$ cat config.mk
export PLATFORM = sky130hd
export DESIGN_NAME = rv_decode_top
export DESIGN_NICKNAME = d
export VERILOG_FILES = /design/src/logic/rv_ctrl_pkg.sv /design/src/logic/rv_isa_pkg.sv /design/src/logic/fetch_slicer.sv /design/src/logic/issue_stage.sv /design/src/logic/rv_decode_top.sv /design/src/logic/rv_idu.sv
export SDC_FILE = /design/constraint.sdc
export NUM_CORES = 1
export LEC_CHECK = 0
export BUFFER_PORTS_ARGS = -buffer_cell sky130_fd_sc_hd__buf_2
export CAP_MARGIN = 25
export CORE_AREA = 2 2 178 180
export CTS_CLUSTER_SIZE = 25
export DETAILED_ROUTE_END_ITERATION = 8
export DIE_AREA = 0 0 180 182
export MAX_ROUTING_LAYER = met4
export PLACE_DENSITY = 0.77
export REMOVE_ABC_BUFFERS = 1
export SLEW_MARGIN = 10
export SYNTH_ARGS = -nofsm -noshare
export SYNTH_HDL_FRONTEND = slang
export SYNTH_HIERARCHICAL = 1
export SYNTH_SLANG_ARGS = --single-unit
$ cat constraint.sdc
create_clock -name i_clk -period 2.3 [get_ports i_clk]
set_input_delay 0.345 -clock i_clk [delete_from_list [all_inputs] [get_ports i_clk]]
set_output_delay 0.345 -clock i_clk [all_outputs]
set_load 0.02 [all_outputs]
$ cat src/logic/rv_ctrl_pkg.sv
// datapath control encodings shared by decoder and issue logic, codes beyond these are unused
`default_nettype none

package rv_ctrl_pkg;

  localparam int ALU_CTR_W   = 4;
  localparam int MEM_OP_W    = 3;
  localparam int ALU_B_SRC_W = 2;
  localparam int EXT_W       = 3;

  // alu operation
  localparam logic [ALU_CTR_W-1:0] ALU_ADD    = 4'd0;
  localparam logic [ALU_CTR_W-1:0] ALU_COPY_B = 4'd3;   // pass operand b through
  localparam logic [ALU_CTR_W-1:0] ALU_BREAK  = 4'd14;
  localparam logic [ALU_CTR_W-1:0] ALU_NONE   = 4'd15;

  // memory access type
  localparam logic [MEM_OP_W-1:0] MEM_SW   = 3'd4;  // signed word
  localparam logic [MEM_OP_W-1:0] MEM_SD   = 3'd6;  // doubleword
  localparam logic [MEM_OP_W-1:0] MEM_NONE = 3'd7;

  // immediate layout selector
  localparam logic [EXT_W-1:0] EXT_I = 3'd0;
  localparam logic [EXT_W-1:0] EXT_U = 3'd1;
  localparam logic [EXT_W-1:0] EXT_S = 3'd2;
  localparam logic [EXT_W-1:0] EXT_B = 3'd3;
  localparam logic [EXT_W-1:0] EXT_J = 3'd4;

endpackage

`default_nettype wire

$ cat src/logic/rv_isa_pkg.sv
// RV64 base ISA definitions for the decoded subset only, with no compressed or R/B-type encodings
`default_nettype none

package rv_isa_pkg;

  localparam int XLEN = 64;

  // major opcodes
  localparam logic [6:0] OP_LUI    = 7'b0110111;
  localparam logic [6:0] OP_AUIPC  = 7'b0010111;
  localparam logic [6:0] OP_JAL    = 7'b1101111;
  localparam logic [6:0] OP_JALR   = 7'b1100111;
  localparam logic [6:0] OP_LOAD   = 7'b0000011;
  localparam logic [6:0] OP_STORE  = 7'b0100011;
  localparam logic [6:0] OP_IMM    = 7'b0010011;
  localparam logic [6:0] OP_SYSTEM = 7'b1110011;

  localparam logic [2:0] F3_W    = 3'b010;  // word access
  localparam logic [2:0] F3_D    = 3'b011;  // doubleword access
  localparam logic [2:0] F3_ZERO = 3'b000;

  // I layout, also used by jalr and ebreak
  typedef struct packed {
    logic [11:0] imm_11_0;
    logic [4:0]  rs1;
    logic [2:0]  funct3;
    logic [4:0]  rd;
    logic [6:0]  opcode;
  } rv_inst_i_t;

  // S layout, immediate split around rs2/rs1
  typedef struct packed {
    logic [6:0] imm_11_5;
    logic [4:0] rs2;
    logic [4:0] rs1;
    logic [2:0] funct3;
    logic [4:0] imm_4_0;
    logic [6:0] opcode;
  } rv_inst_s_t;

  // same 32-bit word seen through either layout
  typedef union packed {
    rv_inst_i_t ifmt;
    rv_inst_s_t sfmt;
  } rv_inst_u;

endpackage

`default_nettype wire

$ cat src/logic/fetch_slicer.sv
// fetch packet register with no back-pressure; base PC must be word aligned while i_valid is high
`timescale 1ns/1ps
`default_nettype none

module fetch_slicer #(
  parameter int LANES = 2
) (
  input  logic                              i_clk,
  input  logic                              i_rst_n,
  input  logic                              i_valid,
  input  logic [LANES*32-1:0]               i_packet,
  input  logic [rv_isa_pkg::XLEN-1:0]       i_pc,
  output logic                              o_valid,
  output logic [LANES*32-1:0]               o_inst,
  output logic [LANES*rv_isa_pkg::XLEN-1:0] o_pc
);

  import rv_isa_pkg::*;

  logic [LANES*XLEN-1:0] lane_pc;

  // lane k sits 4*k bytes above the base
  for (genvar k = 0; k < LANES; k++) begin : g_lane_pc
    assign lane_pc[k*XLEN +: XLEN] = i_pc + XLEN'(4 * k);
  end

  always_ff @(posedge i_clk) begin
    if (!i_rst_n) begin
      o_valid <= 1'b0;
    end else begin
      o_valid <= i_valid;
    end
  end

  // payload held while no packet arrives
  always_ff @(posedge i_clk) begin
    if (i_valid) begin
      o_inst <= i_packet;
      o_pc   <= lane_pc;
    end
  end

  a_pc_aligned: assert property (@(posedge i_clk) disable iff (!i_rst_n)
    i_valid |-> (i_pc[1:0] == 2'b00))
    else $error("fetch base pc %h not word aligned", i_pc);

endmodule

`default_nettype wire

$ cat src/logic/issue_stage.sv
// registers decoded lanes; halt and hazards are only reported and nothing downstream stalls
`timescale 1ns/1ps
`default_nettype none

module issue_stage #(
  parameter int LANES = 2
) (
  input  logic                                          i_clk,
  input  logic                                          i_rst_n,
  input  logic                                          i_valid,
  input  logic [LANES*rv_isa_pkg::XLEN-1:0]             i_pc,
  input  logic [LANES*rv_isa_pkg::XLEN-1:0]             i_imm,
  input  logic [LANES*5-1:0]                            i_ra,
  input  logic [LANES*5-1:0]                            i_rb,
  input  logic [LANES*5-1:0]                            i_rd,
  input  logic [LANES-1:0]                              i_reg_wr,
  input  logic [LANES-1:0]                              i_alu_a_src,
  input  logic [LANES*rv_ctrl_pkg::ALU_B_SRC_W-1:0]     i_alu_b_src,
  input  logic [LANES*rv_ctrl_pkg::ALU_CTR_W-1:0]       i_alu_ctr,
  input  logic [LANES-1:0]                              i_pc_a_src,
  input  logic [LANES-1:0]                              i_pc_b_src,
  input  logic [LANES-1:0]                              i_mem_to_reg,
  input  logic [LANES-1:0]                              i_mem_wr,
  input  logic [LANES*rv_ctrl_pkg::MEM_OP_W-1:0]        i_mem_op,
  input  logic [LANES-1:0]                              i_is_break,
  input  logic [LANES-1:0]                              i_illegal,
  output logic [LANES-1:0]                              o_lane_valid,
  output logic [LANES-1:0]                              o_raw_hazard,
  output logic [LANES-1:0]                              o_illegal,
  output logic                                          o_halt,
  output logic [LANES*rv_isa_pkg::XLEN-1:0]             o_pc,
  output logic [LANES*rv_isa_pkg::XLEN-1:0]             o_imm,
  output logic [LANES*5-1:0]                            o_rd,
  output logic [LANES*5-1:0]                            o_ra,
  output logic [LANES*5-1:0]                            o_rb,
  output logic [LANES-1:0]                              o_reg_wr,
  output logic [LANES-1:0]                              o_alu_a_src,
  output logic [LANES*rv_ctrl_pkg::ALU_B_SRC_W-1:0]     o_alu_b_src,
  output logic [LANES*rv_ctrl_pkg::ALU_CTR_W-1:0]       o_alu_ctr,
  output logic [LANES-1:0]                              o_pc_a_src,
  output logic [LANES-1:0]                              o_pc_b_src,
  output logic [LANES-1:0]                              o_mem_to_reg,
  output logic [LANES-1:0]                              o_mem_wr,
  output logic [LANES*rv_ctrl_pkg::MEM_OP_W-1:0]        o_mem_op
);

  logic [LANES-1:0] lane_vld;
  logic [LANES:0]   brk_below;  // valid ebreak somewhere in a lower lane
  logic [LANES-1:0] wr_live;
  logic [LANES-1:0] hazard;

  assign brk_below[0] = 1'b0;

  // prefix scan from lane 0 upward
  for (genvar k = 0; k < LANES; k++) begin : g_scan
    assign lane_vld[k]    = i_valid & ~brk_below[k];
    assign brk_below[k+1] = brk_below[k] | (lane_vld[k] & i_is_break[k]);
    assign wr_live[k]     = lane_vld[k] & i_reg_wr[k] & (|i_rd[k*5 +: 5]);  // x0 never counts
  end

  always_comb begin
    hazard = '0;
    for (int k = 1; k < LANES; k++) begin
      for (int j = 0; j < k; j++) begin
        if (lane_vld[k] && wr_live[j] &&
            (i_rd[j*5 +: 5] == i_ra[k*5 +: 5] || i_rd[j*5 +: 5] == i_rb[k*5 +: 5]))
          hazard[k] = 1'b1;
      end
    end
  end

  always_ff @(posedge i_clk) begin
    if (!i_rst_n) begin
      o_lane_valid <= '0;
      o_raw_hazard <= '0;
      o_illegal    <= '0;
      o_halt       <= 1'b0;
    end else begin
      o_lane_valid <= lane_vld;
      o_raw_hazard <= hazard;
      o_illegal    <= lane_vld & i_illegal;
      o_halt       <= brk_below[LANES];
    end
  end

  always_ff @(posedge i_clk) begin
    o_pc         <= i_pc;
    o_imm        <= i_imm;
    o_rd         <= i_rd;
    o_ra         <= i_ra;
    o_rb         <= i_rb;
    o_reg_wr     <= i_reg_wr;
    o_alu_a_src  <= i_alu_a_src;
    o_alu_b_src  <= i_alu_b_src;
    o_alu_ctr    <= i_alu_ctr;
    o_pc_a_src   <= i_pc_a_src;
    o_pc_b_src   <= i_pc_b_src;
    o_mem_to_reg <= i_mem_to_reg;
    o_mem_wr     <= i_mem_wr;
    o_mem_op     <= i_mem_op;
  end

  for (genvar k = 1; k < LANES; k++) begin : g_chk_mask
    a_masked_after_break: assert property (@(posedge i_clk) disable iff (!i_rst_n)
      |(i_is_break[k-1:0] & lane_vld[k-1:0]) |=> !o_lane_valid[k])
      else $error("lane %0d issued after ebreak", k);
  end

  a_halt_with_lane: assert property (@(posedge i_clk) disable iff (!i_rst_n)
    o_halt |-> |o_lane_valid)
    else $error("halt raised with no valid lane");

endmodule

`default_nettype wire

$ cat src/logic/rv_decode_top.sv
// multi-lane decode with fixed 2-cycle latency and no ready; a packet is taken whenever i_valid
`timescale 1ns/1ps
`default_nettype none

module rv_decode_top #(
  parameter int LANES = 2
) (
  input  logic                                      i_clk,
  input  logic                                      i_rst_n,
  input  logic                                      i_valid,
  input  logic [LANES*32-1:0]                       i_packet,
  input  logic [rv_isa_pkg::XLEN-1:0]               i_pc,
  output logic [LANES-1:0]                          o_lane_valid,
  output logic [LANES-1:0]                          o_raw_hazard,
  output logic [LANES-1:0]                          o_illegal,
  output logic                                      o_halt,
  output logic [LANES*rv_isa_pkg::XLEN-1:0]         o_pc,
  output logic [LANES*rv_isa_pkg::XLEN-1:0]         o_imm,
  output logic [LANES*5-1:0]                        o_rd,
  output logic [LANES*5-1:0]                        o_ra,
  output logic [LANES*5-1:0]                        o_rb,
  output logic [LANES-1:0]                          o_reg_wr,
  output logic [LANES-1:0]                          o_alu_a_src,
  output logic [LANES*rv_ctrl_pkg::ALU_B_SRC_W-1:0] o_alu_b_src,
  output logic [LANES*rv_ctrl_pkg::ALU_CTR_W-1:0]   o_alu_ctr,
  output logic [LANES-1:0]                          o_pc_a_src,
  output logic [LANES-1:0]                          o_pc_b_src,
  output logic [LANES-1:0]                          o_mem_to_reg,
  output logic [LANES-1:0]                          o_mem_wr,
  output logic [LANES*rv_ctrl_pkg::MEM_OP_W-1:0]    o_mem_op
);

  import rv_isa_pkg::*;
  import rv_ctrl_pkg::*;

  logic                         s_valid;
  logic [LANES*32-1:0]          s_inst;
  logic [LANES*XLEN-1:0]        s_pc;
  logic [LANES*XLEN-1:0]        imm;
  logic [LANES*5-1:0]           ra;
  logic [LANES*5-1:0]           rb;
  logic [LANES*5-1:0]           rd;
  logic [LANES-1:0]             reg_wr;
  logic [LANES-1:0]             alu_a_src;
  logic [LANES*ALU_B_SRC_W-1:0] alu_b_src;
  logic [LANES*ALU_CTR_W-1:0]   alu_ctr;
  logic [LANES-1:0]             pc_a_src;
  logic [LANES-1:0]             pc_b_src;
  logic [LANES-1:0]             mem_to_reg;
  logic [LANES-1:0]             mem_wr;
  logic [LANES*MEM_OP_W-1:0]    mem_op;
  logic [LANES-1:0]             is_break;
  logic [LANES-1:0]             illegal;

  fetch_slicer #(.LANES(LANES)) u_slicer (
    .i_clk    (i_clk),
    .i_rst_n  (i_rst_n),
    .i_valid  (i_valid),
    .i_packet (i_packet),
    .i_pc     (i_pc),
    .o_valid  (s_valid),
    .o_inst   (s_inst),
    .o_pc     (s_pc)
  );

  // one decoder per lane
  for (genvar k = 0; k < LANES; k++) begin : g_lane
    rv_idu u_idu (
      .i_inst       (s_inst[k*32 +: 32]),
      .o_imm        (imm[k*XLEN +: XLEN]),
      .o_ra         (ra[k*5 +: 5]),
      .o_rb         (rb[k*5 +: 5]),
      .o_rd         (rd[k*5 +: 5]),
      .o_reg_wr     (reg_wr[k]),
      .o_alu_a_src  (alu_a_src[k]),
      .o_alu_b_src  (alu_b_src[k*ALU_B_SRC_W +: ALU_B_SRC_W]),
      .o_alu_ctr    (alu_ctr[k*ALU_CTR_W +: ALU_CTR_W]),
      .o_pc_a_src   (pc_a_src[k]),
      .o_pc_b_src   (pc_b_src[k]),
      .o_mem_to_reg (mem_to_reg[k]),
      .o_mem_wr     (mem_wr[k]),
      .o_mem_op     (mem_op[k*MEM_OP_W +: MEM_OP_W]),
      .o_is_break   (is_break[k]),
      .o_illegal    (illegal[k])
    );
  end

  issue_stage #(.LANES(LANES)) u_issue (
    .i_clk        (i_clk),
    .i_rst_n      (i_rst_n),
    .i_valid      (s_valid),
    .i_pc         (s_pc),
    .i_imm        (imm),
    .i_ra         (ra),
    .i_rb         (rb),
    .i_rd         (rd),
    .i_reg_wr     (reg_wr),
    .i_alu_a_src  (alu_a_src),
    .i_alu_b_src  (alu_b_src),
    .i_alu_ctr    (alu_ctr),
    .i_pc_a_src   (pc_a_src),
    .i_pc_b_src   (pc_b_src),
    .i_mem_to_reg (mem_to_reg),
    .i_mem_wr     (mem_wr),
    .i_mem_op     (mem_op),
    .i_is_break   (is_break),
    .i_illegal    (illegal),
    .o_lane_valid (o_lane_valid),
    .o_raw_hazard (o_raw_hazard),
    .o_illegal    (o_illegal),
    .o_halt       (o_halt),
    .o_pc         (o_pc),
    .o_imm        (o_imm),
    .o_rd         (o_rd),
    .o_ra         (o_ra),
    .o_rb         (o_rb),
    .o_reg_wr     (o_reg_wr),
    .o_alu_a_src  (o_alu_a_src),
    .o_alu_b_src  (o_alu_b_src),
    .o_alu_ctr    (o_alu_ctr),
    .o_pc_a_src   (o_pc_a_src),
    .o_pc_b_src   (o_pc_b_src),
    .o_mem_to_reg (o_mem_to_reg),
    .o_mem_wr     (o_mem_wr),
    .o_mem_op     (o_mem_op)
  );

endmodule

`default_nettype wire

$ cat src/logic/rv_idu.sv
// combinational decoder for nine RV64I instructions and any other word is flagged illegal
`timescale 1ns/1ps
`default_nettype none

module rv_idu (
  input  rv_isa_pkg::rv_inst_u                 i_inst,
  output logic [rv_isa_pkg::XLEN-1:0]          o_imm,
  output logic [4:0]                           o_ra,
  output logic [4:0]                           o_rb,
  output logic [4:0]                           o_rd,
  output logic                                 o_reg_wr,
  output logic                                 o_alu_a_src,
  output logic [rv_ctrl_pkg::ALU_B_SRC_W-1:0]  o_alu_b_src,
  output logic [rv_ctrl_pkg::ALU_CTR_W-1:0]    o_alu_ctr,
  output logic                                 o_pc_a_src,
  output logic                                 o_pc_b_src,
  output logic                                 o_mem_to_reg,
  output logic                                 o_mem_wr,
  output logic [rv_ctrl_pkg::MEM_OP_W-1:0]     o_mem_op,
  output logic                                 o_is_break,
  output logic                                 o_illegal
);

  import rv_isa_pkg::*;
  import rv_ctrl_pkg::*;

  logic [31:0]      w;
  logic [6:0]       opcode;
  logic [2:0]       funct3;
  logic [XLEN-1:0]  imm_i;
  logic [XLEN-1:0]  imm_u;
  logic [XLEN-1:0]  imm_s;
  logic [XLEN-1:0]  imm_b;
  logic [XLEN-1:0]  imm_j;
  logic             inst_lui;
  logic             inst_auipc;
  logic             inst_jal;
  logic             inst_jalr;
  logic             inst_lw;
  logic             inst_sw;
  logic             inst_addi;
  logic             inst_ebreak;
  logic             inst_sd;
  logic             type_i;
  logic             type_u;
  logic             type_s;
  logic             type_j;
  logic             alu_copy;
  logic             alu_plus;
  logic [EXT_W-1:0] ext_op;

  assign w      = i_inst;
  assign opcode = i_inst.ifmt.opcode;
  assign funct3 = i_inst.ifmt.funct3;

  assign o_ra = i_inst.ifmt.rs1;
  assign o_rb = i_inst.sfmt.rs2;
  assign o_rd = i_inst.ifmt.rd;

  // immediate candidates sign extended from bit 31
  assign imm_i = {{(XLEN-12){w[31]}}, i_inst.ifmt.imm_11_0};
  assign imm_s = {{(XLEN-12){w[31]}}, i_inst.sfmt.imm_11_5, i_inst.sfmt.imm_4_0};
  assign imm_u = {{(XLEN-32){w[31]}}, w[31:12], 12'b0};
  assign imm_b = {{(XLEN-12){w[31]}}, w[7], w[30:25], w[11:8], 1'b0};
  assign imm_j = {{(XLEN-20){w[31]}}, w[19:12], w[20], w[30:21], 1'b0};

  assign inst_lui    = (opcode == OP_LUI);
  assign inst_auipc  = (opcode == OP_AUIPC);
  assign inst_jal    = (opcode == OP_JAL);
  assign inst_jalr   = (opcode == OP_JALR) && (funct3 == F3_ZERO);
  assign inst_lw     = (opcode == OP_LOAD) && (funct3 == F3_W);
  assign inst_sw     = (opcode == OP_STORE) && (funct3 == F3_W);
  assign inst_addi   = (opcode == OP_IMM) && (funct3 == F3_ZERO);
  assign inst_ebreak = (opcode == OP_SYSTEM) && (funct3 == F3_ZERO);  // imm field not checked
  assign inst_sd     = (opcode == OP_STORE) && (funct3 == F3_D);

  assign type_i = inst_lw | inst_addi | inst_ebreak | inst_jalr;
  assign type_u = inst_lui | inst_auipc;
  assign type_s = inst_sw | inst_sd;
  assign type_j = inst_jal;

  always_comb begin
    ext_op = EXT_I;  // unknown words fall back to I layout
    if (type_u) ext_op = EXT_U;
    else if (type_s) ext_op = EXT_S;
    else if (type_j) ext_op = EXT_J;
  end

  always_comb begin
    case (ext_op)
      EXT_U:   o_imm = imm_u;
      EXT_S:   o_imm = imm_s;
      EXT_B:   o_imm = imm_b;  // no branch decode yet
      EXT_J:   o_imm = imm_j;
      default: o_imm = imm_i;
    endcase
  end

  assign o_reg_wr     = type_i | type_u | type_j;
  assign o_alu_a_src  = inst_jal | inst_auipc | inst_jalr;  // pc feeds operand a
  assign o_alu_b_src  = {inst_jal | inst_jalr, (type_i | type_u | type_s) & ~inst_jalr};
  assign o_pc_a_src   = inst_jal | inst_jalr;
  assign o_pc_b_src   = inst_jalr;
  assign o_mem_to_reg = inst_lw;
  assign o_mem_wr     = type_s;
  assign o_is_break   = inst_ebreak;
  assign o_illegal    = ~(type_i | type_u | type_s | type_j);

  assign alu_copy = inst_lui;
  assign alu_plus = inst_auipc | inst_jal | inst_jalr | inst_sw | inst_addi | inst_sd;

  always_comb begin
    if (inst_lw || inst_sw) o_mem_op = MEM_SW;
    else if (inst_sd) o_mem_op = MEM_SD;
    else o_mem_op = MEM_NONE;
  end

  // lw keeps ALU_NONE since the address add lives in the load path
  always_comb begin
    if (alu_copy) o_alu_ctr = ALU_COPY_B;
    else if (alu_plus) o_alu_ctr = ALU_ADD;
    else if (inst_ebreak) o_alu_ctr = ALU_BREAK;
    else o_alu_ctr = ALU_NONE;
  end

endmodule

`default_nettype wire

==> summary.md <==
| Metric | Value |
|---|---|
| Outcome | `complete, no violations` |
| DRT iter0 DRCs | `712` |
| Hold_ws | `28.6 ps` |
| Core area | `31000 µm²` |
| Synth Flop Type | `dfxtp_1` |
| Post-CTS resize count | `0` |
| GRT Overall Usage | `0.230` |
| Asr flop ratio synth | `0` |
| Clock Latency Late Sink | `550 ps` |
| Overall Power | `20.2 mW` |
| Final design area excluding fillers | `20200 µm²` |
| Post-place instance area | `17900 µm²` |
| Kind of critical path | `register to register` |
| Crit path cell chain | `nand4bb_1, or4_4, nor3_1, nand3b_1, o211ai_2, a21oi_1` |
| Initial Utilization | `0.504` |
| Final wirelength | `37900 µm` |
| Fillcell total | `around 2100` |
| Synth unique cells | `47` |
| #FFs+latches synth | `roughly 500` |
| Max H-tree Level | `2` |
| IO buf count | `452` |
| Detail Route Antenna Nets | `0` |
| First-pass GRT wire length | `56400 µm` |
| Synth Area in XOR/XNOR | `0.0404` |
| Routed vias/inst | `between 4 and 5` |
| Avg Synthesized Cell Area | `15.3 µm²` |
| Reg clk slew, reported paths | `around 60 ps` |
| Final worst path period need | `2090 ps` |
| Adder-cell share of the synthesized area | `0.000802` |
| Area leader, netlist | `dfxtp_1` |
| Min-Delay Path Class | `input pin to register` |
| Slew headroom | `0.581` |
| Simple-gate portion of the synthesized area | `0.0884` |
| Cell count after synthesis | `~1000` |
| Synth Cell Area | `15600 µm²` |
| WL per Instance | `19.4 µm` |
| Gr busiest metal | `met2` |
| Vias in the first global route | `9868` |
| Num ports | `454` |
| Peak supply drop | `0.736 mV` |
| Post-detail-place hpwl | `26000 µm` |
| CP max FO | `3` |
| Share of the synthesized area in the top cell type | `0.414` |
| Antenna violations before repair | `0` |
| Worst-Margin Slew | `623 ps` |
| Crit end category | `register` |
| GR Util met3 | `0.0768` |
| Unrepaired setup endpoints after global routing | `no` |
| Commonest cells after routing, fill and taps aside | `buf_2 (451), dfxtp_1 (323), edfxtp_1 (190)` |
| TritonCTS clock tree | `yes` |
| Met2 Usage GRT | `0.398` |
| Register area share after synthesis | `0.780` |
| Power Dens Cells | `998 nW/µm²` |
| Fin Setup TNS | `0 ps` |
| Reg area | `12200 µm²` |
| Rows | `65` |
| Multi-input logic area | `2510 µm²` |
| M1 GR Usage | `0.250` |
| Die height | `182 µm` |
| # nets final | `1646` |
| Crit-path max cell delay | `530 ps` |
| Biggest regs | `u_issue/o_imm: 128 flops, u_issue/o_pc: 128 flops, u_slicer/o_pc: 126 flops` |
| Die X | `about 180 µm` |
| Root buf cell | `clkbuf_16` |
| Compound-gate portion of the synthesized area | `0.0300` |
| Num CTS Buffers | `48` |
| Area Growth Syn to Fin | `29.6%` |
| Yosys warning count | `6` |
| Max stage delay cell, worst path | `or4_4` |
| CP Data Arrival Time | `2560 ps` |
| DR pass1 iterations | `6` |
| Final hold viol count | `0` |
| Final period util | `0.909` |
| Diodes inserted | `0` |
| Die area | `32800 µm²` |
| Clk_skew | `slightly above 20 ps` |
| # setup viols final | `0` |
| Slew Limit Fails | `0` |
| Count of maximum capacitance violations | `0` |
| Number of synthesized flops with an enable pin | `190` |
| Worst Path Buf+Inv | `0` |
| RePlAce Congestion | `0.895` |
| Gr ovfl total | `0` |
| Most common cell after layout, fill and taps aside | `buf_2` |
| Highest clock rate | `approximately 0.48 GHz` |
| Largest net degree at the start of global routing | `54` |
| Largest family of logic cells by synthesized area | `simple AND/OR/NAND/NOR gates` |
| Postcts setup bufs | `0` |
| Pleak | `8.80 nW` |
| Area contributors post-synth | `dfxtp_1 (41%), edfxtp_1 (37%), buf_4 (5.1%)` |
| DR vias | `9651` |
| Critical Path RT | `2770 ps` |
| Worst path top cell family by delay | `simple AND/OR/NAND/NOR gates` |
| Critical Path Start Type | `register` |
| Multiplexer share of the synthesized area | `0` |
| Clock sinks | `513` |
| Largest buffer count on any clock path | `3` |
| Drt drc | `0` |
| Layout cells sized above 1 | `0.387` |
[report_power, final]
| part | total [mW] | switching, mW | internal [mW] |
|---|---|---|---|
| combinational | 1.75 | 1.14 | 0.615 |
| sequential | 10.4 | 0.266 | 10.1 |
| clock | 8.02 | 3.31 | 4.71 |
[repair_timing]
| item | in CTS | in global routing |
|---|---|---|
| endpoints found under the setup margin | 0 | 0 |
| hold buffers | 68 | 0 |
| hold endpoints to repair | 68 | 0 |
[through the flow]
step	worst slack (ps)	util	cells
floorplan	207	-	899
global placement	47.8	0.577	1798
detailed placement	25.4	0.577	1798
CTS	242	0.653	1956
global route	142	0.653	1956
finish	209	0.653	1956
[cell type report]
class                   instances  area share
repair buffers                565       0.165
well taps                     402      0.0249
clock buffers                  71      0.0749
flip-flops and latches        513       0.602
inverters                      15     0.00278
multi-input cells             371       0.124
clock inverters                19     0.00705
[layer usage]
| layer | share of wire | vias up |
|---|---|---|
| li1 | - | 4430 |
| met1 | 0.36 | 4665 |
| met2 | 0.52 | 490 |
| met3 | 0.093 | 66 |
| met4 | 0.026 | 0 |
| met5 | 0 | - |
[kinds of logic after synthesis]
kind of cell    after synthesis
other cells                   3
compound gates               62
flops                       513
buf+inv                     136
xor+xnor                     72
fa+ha+maj                     1
simple gates                233
[synthesized netlist by cell type (10+ instances only)]
master	number
a21o_1	42
and2_1	19
buf_4	105
dfxtp_1	323
edfxtp_1	190
inv_1	15
nand2_1	37
nand3_1	34
nand4_1	24
nor2_1	34
nor3_1	22
nor4_1	10
xnor2_1	40
xor2_1	32
[final timing paths]
path                                           from                       to  slack [ps]  depth (start not counted)
worst max register to register  u_slicer/o_inst[14]  u_issue/o_raw_hazard[1]         210                          6
worst min-delay path                       i_pc[61]        u_slicer/o_pc[61]          30                          1
worst max-delay path            u_slicer/o_inst[14]  u_issue/o_raw_hazard[1]         210                          6
worst min register to register   u_slicer/o_pc[101]        u_issue/o_pc[101]         320                          0
Note: power is estimated with default switching activity, not from simulation.
